$ cat src/logic/rv_pkg.sv
package rv_pkg;

	localparam int XLEN       = 32;
	localparam int DMEM_WORDS = 64;
	localparam int DMEM_AW    = $clog2(DMEM_WORDS);

	// base opcodes of the supported subset
	localparam logic [6:0] OP_RTYPE  = 7'b0110011;
	localparam logic [6:0] OP_ITYPE  = 7'b0010011;
	localparam logic [6:0] OP_LOAD   = 7'b0000011;
	localparam logic [6:0] OP_STORE  = 7'b0100011;
	localparam logic [6:0] OP_BRANCH = 7'b1100011;

	localparam logic [2:0] F3_ADD = 3'b000;
	localparam logic [2:0] F3_SLT = 3'b010;
	localparam logic [2:0] F3_XOR = 3'b100;
	localparam logic [2:0] F3_OR  = 3'b110;
	localparam logic [2:0] F3_AND = 3'b111;
	localparam logic [2:0] F3_LW  = 3'b010;
	localparam logic [2:0] F3_SW  = 3'b010;
	localparam logic [2:0] F3_BEQ = 3'b000;

	localparam logic [6:0] F7_BASE = 7'b0000000;
	localparam logic [6:0] F7_SUB  = 7'b0100000;

	typedef enum logic [2:0] {
		ALU_ADD,
		ALU_SUB,
		ALU_AND,
		ALU_OR,
		ALU_XOR,
		ALU_SLT
	} alu_op_e;

	// one instruction word, four field layouts
	typedef union packed {
		struct packed {
			logic [6:0] funct7;
			logic [4:0] rs2;
			logic [4:0] rs1;
			logic [2:0] funct3;
			logic [4:0] rd;
			logic [6:0] opcode;
		} r_fmt;
		struct packed {
			logic [11:0] imm;
			logic [4:0]  rs1;
			logic [2:0]  funct3;
			logic [4:0]  rd;
			logic [6:0]  opcode;
		} i_fmt;
		struct packed {
			logic [6:0] imm_hi;
			logic [4:0] rs2;
			logic [4:0] rs1;
			logic [2:0] funct3;
			logic [4:0] imm_lo;
			logic [6:0] opcode;
		} s_fmt;
		struct packed {
			logic       imm_12;
			logic [5:0] imm_10_5;
			logic [4:0] rs2;
			logic [4:0] rs1;
			logic [2:0] funct3;
			logic [3:0] imm_4_1;
			logic       imm_11;
			logic [6:0] opcode;
		} b_fmt;
	} rv_instr_u;

	typedef struct packed {
		logic    reg_we;
		logic    mem_re;
		logic    mem_we;
		logic    mem_to_reg;
		logic    is_branch;
		logic    alu_src_imm;
		alu_op_e alu_op;
	} ctrl_t;

	typedef struct packed {
		logic            valid;
		logic [XLEN-1:0] pc;
		rv_instr_u       instr;
	} if_id_t;

	typedef struct packed {
		logic            valid;
		logic [XLEN-1:0] pc;
		ctrl_t           ctrl;
		logic [4:0]      rs1;
		logic [4:0]      rs2;
		logic [4:0]      rd;
		logic [XLEN-1:0] rs1_val;
		logic [XLEN-1:0] rs2_val;
		logic [XLEN-1:0] imm;
	} id_ex_t;

	typedef struct packed {
		logic            valid;
		ctrl_t           ctrl;
		logic [4:0]      rd;
		logic [XLEN-1:0] alu_res;
		logic [XLEN-1:0] store_val;
	} ex_mem_t;

	typedef struct packed {
		logic            valid;
		logic            reg_we;
		logic [4:0]      rd;
		logic [XLEN-1:0] wb_val;
	} mem_wb_t;

endpackage
$ cat src/logic/execute_stage.sv
`timescale 1ns/1ps

module execute_stage
	import rv_pkg::*;
(
	input  logic            clk,
	input  logic            rst_n,
	input  id_ex_t          id_ex_i,
	input  mem_wb_t         mem_wb_i,
	output logic            flush_o,
	output logic [XLEN-1:0] branch_target_o,
	output ex_mem_t         ex_mem_o
);

	logic [XLEN-1:0] op_a;
	logic [XLEN-1:0] fwd_b;
	logic [XLEN-1:0] op_b;
	logic [XLEN-1:0] alu_res;

	// EX/MEM first (never a load), then MEM/WB, then the register value
	function automatic logic [XLEN-1:0] fwd_sel(input logic [4:0] rs,
		input logic [XLEN-1:0] reg_val);
		logic [XLEN-1:0] val;
		if (rs != 5'd0 && ex_mem_o.valid && ex_mem_o.ctrl.reg_we &&
			!ex_mem_o.ctrl.mem_re && ex_mem_o.rd == rs) begin
			val = ex_mem_o.alu_res;
		end else if (rs != 5'd0 && mem_wb_i.valid && mem_wb_i.reg_we &&
			mem_wb_i.rd == rs) begin
			val = mem_wb_i.wb_val;
		end else begin
			val = reg_val;
		end
		return val;
	endfunction

	always_comb begin
		op_a  = fwd_sel(id_ex_i.rs1, id_ex_i.rs1_val);
		fwd_b = fwd_sel(id_ex_i.rs2, id_ex_i.rs2_val);
	end

	assign op_b = id_ex_i.ctrl.alu_src_imm ? id_ex_i.imm : fwd_b;

	always_comb begin
		case (id_ex_i.ctrl.alu_op)
			ALU_ADD: alu_res = op_a + op_b;
			ALU_SUB: alu_res = op_a - op_b;
			ALU_AND: alu_res = op_a & op_b;
			ALU_OR:  alu_res = op_a | op_b;
			ALU_XOR: alu_res = op_a ^ op_b;
			ALU_SLT: alu_res = {{(XLEN-1){1'b0}}, $signed(op_a) < $signed(op_b)};
			default: alu_res = '0;
		endcase
	end

	// taken BEQ redirects fetch and kills the two younger slots
	assign flush_o         = id_ex_i.valid && id_ex_i.ctrl.is_branch && (op_a == fwd_b);
	assign branch_target_o = id_ex_i.pc + id_ex_i.imm;

	always_ff @(posedge clk or negedge rst_n) begin
		if (!rst_n) begin
			ex_mem_o <= '0;
		end else begin
			ex_mem_o.valid     <= id_ex_i.valid;
			ex_mem_o.ctrl      <= id_ex_i.ctrl;
			ex_mem_o.rd        <= id_ex_i.rd;
			ex_mem_o.alu_res   <= alu_res;
			ex_mem_o.store_val <= fwd_b;
		end
	end

endmodule

$ cat config.mk
export PLATFORM = sky130hd
export DESIGN_NAME = execute_stage
export DESIGN_NICKNAME = d
export VERILOG_FILES = /design/src/logic/rv_pkg.sv /design/src/logic/execute_stage.sv
export SDC_FILE = /design/constraint.sdc
export NUM_CORES = 1
export LEC_CHECK = 0
export BUFFER_PORTS_ARGS = -buffer_cell sky130_fd_sc_hd__buf_4
export CAP_MARGIN = 20
export CORE_MARGIN = 2
export CORE_UTILIZATION = 50
export CTS_CLUSTER_SIZE = 40
export DETAILED_ROUTE_END_ITERATION = 8
export PLACE_DENSITY = 0.81
export SYNTH_ARGS = -nofsm -noshare
export SYNTH_HDL_FRONTEND = slang
export SYNTH_SLANG_ARGS = --single-unit
$ cat constraint.sdc
create_clock -name clk -period 3.9 [get_ports clk]
set_input_delay 0.39 -clock clk [delete_from_list [all_inputs] [get_ports clk]]
set_output_delay 0.39 -clock clk [all_outputs]
set_load 0.05 [all_outputs]
* After elaboration in Yosys (flattened, before gate mapping)
Index checks and enable logic that the tools add are counted.
Widths: inputs -> output; s select.
** Operators by class
- Add/sub/neg operators :: 3
- Multiply operators :: 0
- Divide/modulo/power cells :: 0
- Order comparisons :: 1
- Equal/unequal tests :: 10
- Shift-type cells :: 0
- Multiplexer cells :: 6
- Bitwise gates (word level) :: 3
- Reductions and logical operators :: 20
** Operators with widths (count)
- $pmux 32 s6 :: 1
- $mux 32 :: 5
- $add 32x32->32 :: 2
- $and 32x32->32 :: 1
- $eq 32x32->1 :: 1
- $lt 32x32->1 :: 1
- $or 32x32->32 :: 1
- $sub 32x32->32 :: 1
- $xor 32x32->32 :: 1
- $eq 5x5->1 :: 4
- $logic_and 1x1->1 :: 16
- $reduce_bool 5->1 :: 2
- $eq 3x2->1 const B :: 2
- $eq 3x3->1 const B :: 2
- $eq 3x1->1 const B :: 1
- $logic_not 3->1 :: 1
- $logic_not 1->1 :: 1
** Storage, ports and cells
- Flip-flop bits (word level) :: 79
- Bits in latches :: 0
- RAM bits :: 0
- Bits in read-only memories :: 0
- Input port bits :: 194
- Output and inout bits :: 112
- Logic and storage cells :: 54
- Memories :: 0

* Logic depth before layout (Yosys ltp)
Gate-level depths: netlist of the first run.
- Depth after elaboration :: 9
- Gate-level depth with buffers :: 22
- Mapped depth without buffers :: 20

* Worst setup path after synthesis of the first run
OpenSTA, ideal clock, no wires.
- Path kind :: register to register
- Start point :: reg ex_mem_o[64] in the netlist's numbering
- End point :: reg ex_mem_o[56] in the netlist's numbering
- Arrival time :: 4.488 ns
- Required time :: 3.776 ns
- Setup slack :: -0.712 ns
- Stages on the path, launching flop included :: 20
- Path buffers :: 2
- Clock period less this slack :: 4.612 ns
- Cells stage by stage :: dfrtp_1 -> xnor2_1 -> nand4_1 -> or4_4 -> buf_6 -> buf_6 -> a21o_1 -> o21ai_0 -> ha_1 -> fa_1 -> a21o_1 -> a211oi_1 -> o31a_1 -> o41a_1 -> o21a_1 -> o2111a_1 -> o311a_1 -> a21oi_2 -> mux2i_1 -> nand2_1
** On the way
- Cells in the longest elaborated chain, start to end :: 6
** RTL lines
- from (decl) :: RTL line execute_stage.sv:12 : output ex_mem_t ex_mem_o
- $eq 5x5->1 :: RTL line execute_stage.sv:25 : !ex_mem_o.ctrl.mem_re && ex_mem_o.rd == rs) begin
- $logic_and 1x1->1 :: RTL line execute_stage.sv:25
- $mux 32 :: RTL line execute_stage.sv:24 : if (rs != 5'd0 && ex_mem_o.valid && ex_mem_o.ctrl.reg_we &&
- $mux 32 :: RTL line execute_stage.sv:41 : assign op_b = id_ex_i.ctrl.alu_src_imm ? id_ex_i.imm : fwd_b;
- $sub 32x32->32, or another cell as far along :: RTL line execute_stage.sv:46 : ALU_SUB: alu_res = op_a - op_b;
- $pmux 32 s6 (*) :: RTL line execute_stage.sv:44 : case (id_ex_i.ctrl.alu_op)
- named net alu_res[24] :: RTL line execute_stage.sv:18 : logic [XLEN-1:0] alu_res;
Mark *: on every way through the listed nets, which the timed path passes. The rest lies on a longest branch.

* Worst setup path after layout of the first run
- Start point :: reg ex_mem_o[65] in the netlist's numbering
- End point :: reg ex_mem_o[62] in the netlist's numbering
The elaborated chain is that of the path after synthesis.

==> results of run 1 <==
-- path summary, 6_finish.rpt --
path,startpoint,to,slack (ns),depth (start not counted)
worst max register to register,ex_mem_o[65],ex_mem_o[62],-0.80,21
worst min-delay path,id_ex_i[98],ex_mem_o[66],0.13,1
max in group asynchronous,rst_n,ex_mem_o[68],2.79,2
worst max-delay path,ex_mem_o[65],ex_mem_o[62],-0.80,21
worst min register to register,ex_mem_o[49],ex_mem_o[17],0.76,3
min in group asynchronous,rst_n,ex_mem_o[74],0.15,1
-- worst reg2reg max path, cell delays in order, from the launching register on --
cell and delay (ns):
dfrtp_2 0.40, buf_4 0.13, xor2_1 0.16, or4_4 0.62, buf_6 0.19, buf_4 0.13
nor2_1 0.18, a21o_1 0.20, o21ai_4 0.09, ha_4 0.18, fa_2 0.38, a21o_1 0.19
a211oi_2 0.22, o31a_1 0.20, o41a_1 0.24, o21a_1 0.19, a21boi_1 0.10, buf_4 0.16
a32oi_2 0.21, a211oi_2 0.12, xnor2_1 0.17, o221ai_1 0.11
-- layer usage --
layer | vias to the layer above | routed length [µm]
met3 | 266 | 7670
met5 | - | 0
li1 | 6451 | -
met4 | 0 | 3550
met1 | 6920 | 21400
met2 | 1204 | 25700
-- placed cells by master, fill, tap and decap left out, types with 19 or more instances in the layout --
| master | count |
|---|---|
| o21ai_0 | 45 |
| mux2i_1 | 68 |
| buf_4 | 700 |
| a21oi_2 | 30 |
| inv_2 | 19 |
| ha_1 | 108 |
| xor2_1 | 25 |
| a21oi_1 | 91 |
| inv_1 | 112 |
| nand3_1 | 19 |
| nor3_1 | 25 |
| a21o_1 | 45 |
| o21ai_1 | 25 |
| dfrtp_1 | 71 |
| nor2_1 | 107 |
| nand2_1 | 110 |
| ha_4 | 19 |
| xnor2_1 | 73 |
| o21ai_2 | 23 |
-- through the flow --
| stage | setup TNS [ns] | instance area [µm²] | hold WS [ns] | util, % |
|---|---|---|---|---|
| 6_report | -14.87 | 18400 | 0.127 | 84.7 |
| 3_5_place_dp | -18.63 | 16400 | 0.501 | 75.2 |
| 5_1_grt | -17.63 | 18400 | 0.136 | 84.7 |
| 4_1_cts | -9.55 | 17900 | 0.127 | 82.3 |
| 2_1_floorplan | -4.36 | 11300 | 0.0944 | - |
| 3_3_place_gp | -16.51 | 16400 | 0.501 | 75.2 |
-- cell families (layout without fill, tap and decap cells) --
logic type,count (synthesis),after routing,share of synthesized area [%]
compound gates,438,438,26.2
xor+xnor,104,104,8.26
fa+ha+maj,138,138,15.9
buf+inv,208,888,7.65
flops,79,79,17.9
mux,82,82,7.58
other cells,0,2,0
simple gates,388,388,16.6
-- repair_timing --
| item | in CTS | in global routing |
|---|---|---|
| pin swaps | 94 | 55 |
| gates resized for setup | 169 | 87 |
| hold buffers | 0 | 0 |
| hold endpoints to repair | 0 | 0 |
| endpoints found under the setup margin | 27 | 31 |
| setup buffers | 58 | 24 |
| gates cloned | 3 | 0 |
-- power by group through the flow --
stage / Combinational (W) / Clock [W] / Sequential, W
after floorplan: 0.00147 / 0 / 0.00123
after global placement: 0.00298 / 0 / 0.000994
after detailed placement: 0.00302 / 0 / 0.000994
after CTS: 0.00327 / 0.000892 / 0.000981
after global routing: 0.00367 / 0.000923 / 0.000997
final: 0.00353 / 0.000910 / 0.000997
-- layout make-up --
class	count	area, µm²
diodes	2	5.00
clock buffers	12	236
clock inverters	4	48.8
fillers	1293	3330
inverters	136	523
multi-input cells	1150	9440
flip-flops and latches	79	1990
well taps	280	350
repair buffers	736	5830
==> key figures, run 1 <==
Drt
  – First-pass detailed-route iteration total: 8
  – DRC viols: 0
  – WL/cell: between 20 and 25 µm
  – Drt total wl: 58.3 mm
  – First DRT Iteration DRCs: 1913
  – Vias per inst: 6.19
  – Routed Antenna Nets: 0
  – Vias: 14841

Yosys
  – Area contributors post-synth: dfrtp_1 (18%), ha_1 (15%), mux2i_1 (6.4%)
  – Area share of the largest cell type after synthesis: 17.9%
  – Synth cell count leaders: ha_1 (135), inv_1 (127), nor2_1 (123)
  – Syn avg cell area: 7.68 µm²
  – Mapped Area: 11000 µm²
  – Yosys top cell by area: dfrtp_1
  – Syn Nets: 1769
  – Synth cell types: 82
  – Number of synthesized register bits: 79
  – Number of synthesized flops with an enable pin: 0
  – Ys flop type: dfrtp_1
  – Synth warn: 0
  – Most frequent cell after synthesis: ha_1
  – Post-Synthesis Cells: 1437
  – Asr flop ratio synth: 100%
  – Sequential fraction of the synthesis area: 17.9%

Power
  – Lkg Pwr: 8.96 nW
  – Sw Ratio: 47.2%
  – Internal power: 0.00287 W
  – Peak supply drop: around 0.22 mV
  – Part of the power in combinational logic: roughly two thirds
  – Clock group share of total power: 16.7%
  – Sequential power share: 18.3%
  – Power Density: a little under 300 nW/µm²
  – Total power: 0.00543 W
  – Sw power: 0.00256 W

Worst setup path
  – Worst Path Max Fanout: 8
  – CP Cell Sequence: buf_4, xor2_1, or4_4, buf_6, buf_4, nor2_1, a21o_1, o21ai_4, ha_4, fa_2, a21o_1, a211oi_2, o31a_1, o41a_1, o21a_1, a21boi_1, buf_4, a32oi_2, a211oi_2, xnor2_1, o221ai_1
  – Worst Path Required: 4.11 ns
  – Worst setup SP type: flip-flop
  – CP endpoint kind: flip-flop
  – Most used cell along the critical path: buf_4
  – CP max-delay cell: or4_4
  – Crit path kind: reg2reg
  – Max incr delay on CP: 0.62 ns
  – Buf/Inv on CP: 4
  – Crit path arrival time: 4.90 ns
  – Critical path's top delay family: compound AO/OA/AOI/OAI gates

Clocking
  – CTS clk-pin slew, worst paths: 0.07 ns
  – Longest Clk Path Bufs: 2
  – TritonCTS clock tree: done
  – CTS H-tree lvls: 3
  – Clock sinks: 79
  – Clk_lat worst skew: ~0.37 ns
  – Cell chosen for the clock root: clkbuf_16
  – Cts bufs inserted: 9

Timing
  – Clock Skew: 0.0166 ns
  – Worst Tran Pin Value: 0.979 ns
  – Rel. slew slack: 34.6%
  – Fmax: 213 MHz
  – Tcrit/Tclk final: 120%
  – Final Hold Violating Endpoints: 0
  – Setup-failing EPs final: 28
  – Final worst setup slack: -0.797 ns
  – Slew Viols, Final: 0
  – RSZ-0062 raised after global routing: true
  – Fin crit period: 4.70 ns

Global routing
  – GR Util met2: between 60 and 70%
  – Vias in the first global route: ~14000
  – Largest net degree at the start of global routing: 58
  – GRT Max-Usage Layer: met2
  – Gr usage total: about 45%
  – Initial antenna violation count: 2
  – First-pass GRT wire length: 81.9 mm
  – Gr ovfl total: 0
  – Grt met1 use: 57.8%
  – Met3 Use GR: 13.0%

Run status
  – Status: finished with violations
  – Violated checks: setup timing

Layout
  – Top flop regs: ex_mem_o (79)
  – Area Growth Syn to Fin: 67.0%
  – Fraction of layout cells with a size suffix above 1: between 40 and 50%
  – Fin cells: approximately 2400
  – Most flop-heavy register: ex_mem_o
  – Layout net count: approximately 2400
  – Largest register FFs: 79

Min path
  – Worst Hold Class: in2reg

Job
  – Max_cap viols: 0

Floorplan
  – Die Y: around 150 µm
  – Die area: roughly 23000 µm²
  – Starting Density: 50.7%
  – # rows: 54
  – Area of the core: 21800 µm²
  – Die Span X: roughly 150 µm
  – Ports: 306

Place
  – Cell Count Post-Placement: 2304
  – IO buf count: between 300 and 400
  – Place WS: -0.995 ns
  – DPL Wire Length: 41.8 mm
  – GPL Wtd Cong: 1.09
Note: power is estimated with default switching activity, not from simulation.
==> run 2: changes to the inputs <==
- CORE_UTILIZATION: 50 -> 55
- PLACE_DENSITY: 0.81 -> 0.84
- clock period: 3.9 -> 5.2 ns (I/O delays scaled with it)
==> run 2 against run 1 <==
- the run now ends clean
- non-clock buffer count down 302
- total power decreased by 37%
- first-iteration DRC count down 18%
- hold slack worse by 0.081 ns
- maximum frequency down 5.4%
- combinational power fell by 42%
- largest power group unchanged
==> key figures, run 2 (synthesized netlist as in run 1, its figures left out) <==
Global routing
  – Gr ovfl total: 0 (unchanged)
  – Vias in the first global route: 12099 (-15%)
  – Initial antenna violation count: 0 (-2)
  – First-pass GRT wire length: 70.6 mm (-14%)
  – Largest net degree at the start of global routing: 62 (+6.9%)
  – Gr usage total: 42.6% (-2.7 points)

Drt
  – DRC viols: 0 (unchanged)
  – Vias: 12714 (-14%)
  – Vias per inst: 6.11 (-1.2%)
  – Routed Antenna Nets: 0 (unchanged)
  – First DRT Iteration DRCs: 1572 (-18%)
  – Drt total wl: 46.7 mm (-20%)
  – First-pass detailed-route iteration total: 9 (+1)
  – WL/cell: 22.4 µm (-7.6%)

Worst setup path
  – Crit path arrival time: 5.18 ns (+0.28 ns)
  – R2R Path Start: ex_mem_o[78]
  – Worst setup SP type: flip-flop
  – Worst Path Required: 5.41 ns (+1.30 ns)
  – RR Endpoint: ex_mem_o[57]
  – Flop-to-flop setup slack: 0.24 ns (+1.03 ns)
  – CP endpoint kind: flip-flop
  – Crit path launch: ex_mem_o[78]
  – Crit path kind: reg2reg
  – Worst Path Max Fanout: 31 (+23)
  – Reg2reg path depth: 20 (-4.8%)

Place
  – Place WS: -0.327 ns (+0.668 ns)
  – IO buf count: 305 (unchanged)
  – Cell Count Post-Placement: 2061 (-11%)
  – GPL Wtd Cong: 1.07 (-1.8%)
  – Dpl cell area: 14300 µm² (-13%)
  – DPL Wire Length: 38.3 mm (-8.4%)

Power
  – Sw power: 0.00163 W (-36%)
  – Lkg Pwr: 7.22 nW (-19%)
  – Peak supply drop: 0.179 mV (-18%)
  – Internal power: 0.00177 W (-39%)
  – Part of the power in combinational logic: 60.4% (-4.5 points)
  – Clock group share of total power: 18.1% (+1.4 points)
  – Sw Ratio: 48.1% (+0.89 points)
  – Power Density: 232 nW/µm² (-21%)
  – Sequential power share: 21.6% (+3.3 points)

Floorplan
  – Starting Density: 56.3% (+5.6 points)
  – Die Span X: 146 µm (-4.5%)
  – # rows: 51 (-5.6%)
  – Area of the core: 19600 µm² (-10%)
  – Die Y: 146 µm (-4.5%)
  – Ports: 306 (unchanged)
  – Die area: 21200 µm² (-8.9%)

Clocking
  – CTS clk-pin slew, worst paths: 0.08 ns (about the same)
  – Cts bufs inserted: 9 (unchanged)
  – Clk_lat worst skew: 0.36 ns (about the same)
  – Cell chosen for the clock root: clkbuf_16
  – Longest Clk Path Bufs: 2 (unchanged)
  – TritonCTS clock tree: done
  – Clock sinks: 79 (unchanged)
  – CTS H-tree lvls: 3 (unchanged)

Timing
  – Setup-failing EPs final: 0 (-100%)
  – RSZ-0062 raised after global routing: false
  – Tcrit/Tclk final: 95.5% (-25 points)
  – Worst Tran Pin Value: 0.891 ns (-0.0885 ns)
  – Fmax: 201 MHz (-5.4%)
  – Fin crit period: 4.96 ns (+0.268 ns)
  – Final worst setup slack: 0.235 ns (+1.03 ns)
  – Final Hold Violating Endpoints: 0 (unchanged)
  – Slew Viols, Final: 0 (unchanged)
  – Clock Skew: 0.0154 ns (-0.00120 ns)
  – Rel. slew slack: 40.5% (+5.9 points)

Layout
  – Largest register FFs: 79 (unchanged)
  – Most flop-heavy register: ex_mem_o
  – Fraction of layout cells with a size suffix above 1: 27.5% (-19 points)
  – Top flop regs: ex_mem_o (79)
  – Leading cell type in the layout, fill and taps excluded: buf_4
  – Register area: 1980 µm² (-0.50%)
  – FILL cells: 1571 (+22%)
  – Post-Layout Inst Area: 14600 µm² (-21%)
  – Diode count: 0 (-2)
  – Fin cells: 2080 (-13%)
  – Layout net count: 2142 (-12%)
  – Area Growth Syn to Fin: 32.7%
  – Commonest cells after routing, fill and taps aside: buf_4 (429), ha_1 (135), inv_1 (127)
  – Final core occ: 74.7% (-9.9 points)
  – Area of the multi-input gates: 8230 µm² (-13%)

Min path
  – Worst Hold Class: in2async

Job
  – Max_cap viols: 0 (unchanged)

Run status
  – Status: complete, no violations
## run 2: changes by cell type in the layout (fill, tap and decap cells not counted), sizes merged
cell	before	now
buf	735	434
bufbuf	1	0
bufinv	1	0
clkbuf	12	10
clkinvlp	0	3
diode	2	0
## run 2: through the flow
stage	total power [W]	TNS (ns)	hold WS, ns
after floorplan	0.00199	0	0.224
after global placement	0.00271	-1.21	0.426
after detailed placement	0.00274	-3.32	0.426
after CTS	0.00334	0	0.0522
after global routing	0.00353	0	0.0656
final	0.00340	0	0.0457
## run 2: metal layers
| metal | vias up | track usage (%) | share of wire, % |
|---|---|---|---|
| met1 | 5938 | 58.3 | 40 |
| met3 | 116 | 11.6 | 13 |
| li1 | 5819 | - | - |
| met2 | 841 | 64.9 | 43 |
| met4 | 0 | 15.1 | 3.7 |
| met5 | - | 0 | 0 |
## run 2: what timing repair did
item                                    in CTS  in global routing
setup buffers                                3                  0
hold endpoints to repair                     0                  0
pin swaps                                    1                  1
resized for setup                            0                  3
endpoints found under the setup margin       1                  2
hold buffers                                 0                  0
## run 2: final cells by class
class	count	share of cell area, %
inverter	136	3.49
sequential	79	13.5
timing repair buffer	434	22.7
multi-input combinational	1150	56.2
tap	265	2.26
clock buffer	10	1.56
clock inverter	6	0.256
## run 2: power by group through the flow
stage               sequential, W  clock (W)  combinational (W)
floorplan                0.000921          0            0.00107
detailed placement       0.000739          0            0.00200
finish                   0.000733   0.000615            0.00205
global placement         0.000739          0            0.00198
global route             0.000735   0.000628            0.00217
CTS                      0.000728   0.000607            0.00201
## run 2: worst max-delay path by stage
stage / depth (start not counted) / slack (ns) / end
global placement: 20 / -0.26 / ex_mem_o[61]
detailed placement: 19 / -0.33 / ex_mem_o[32]
global route: 21 / 0.006 / ex_mem_o[32]
finish: 20 / 0.24 / ex_mem_o[57]
floorplan: 19 / 0.59 / ex_mem_o[56]
CTS: 22 / 0.27 / ex_mem_o[61]
## run 2: critical path, stage by stage (launching register included)
cell	delay, ns
dfrtp_1	0.38
nand2_1	0.06
nor2_1	0.24
nand4_1	0.13
or4_4	0.60
buf_12	0.24
buf_4	0.17
nor2_1	0.11
a21oi_2	0.06
mux2_2	0.32
ha_1	0.29
or3_1	0.45
o22ai_1	0.16
nor2_1	0.08
a21oi_1	0.26
a2111oi_4	0.11
o21bai_1	0.40
nand2_1	0.13
a41oi_1	0.28
mux2i_1	0.21
o221ai_1	0.13
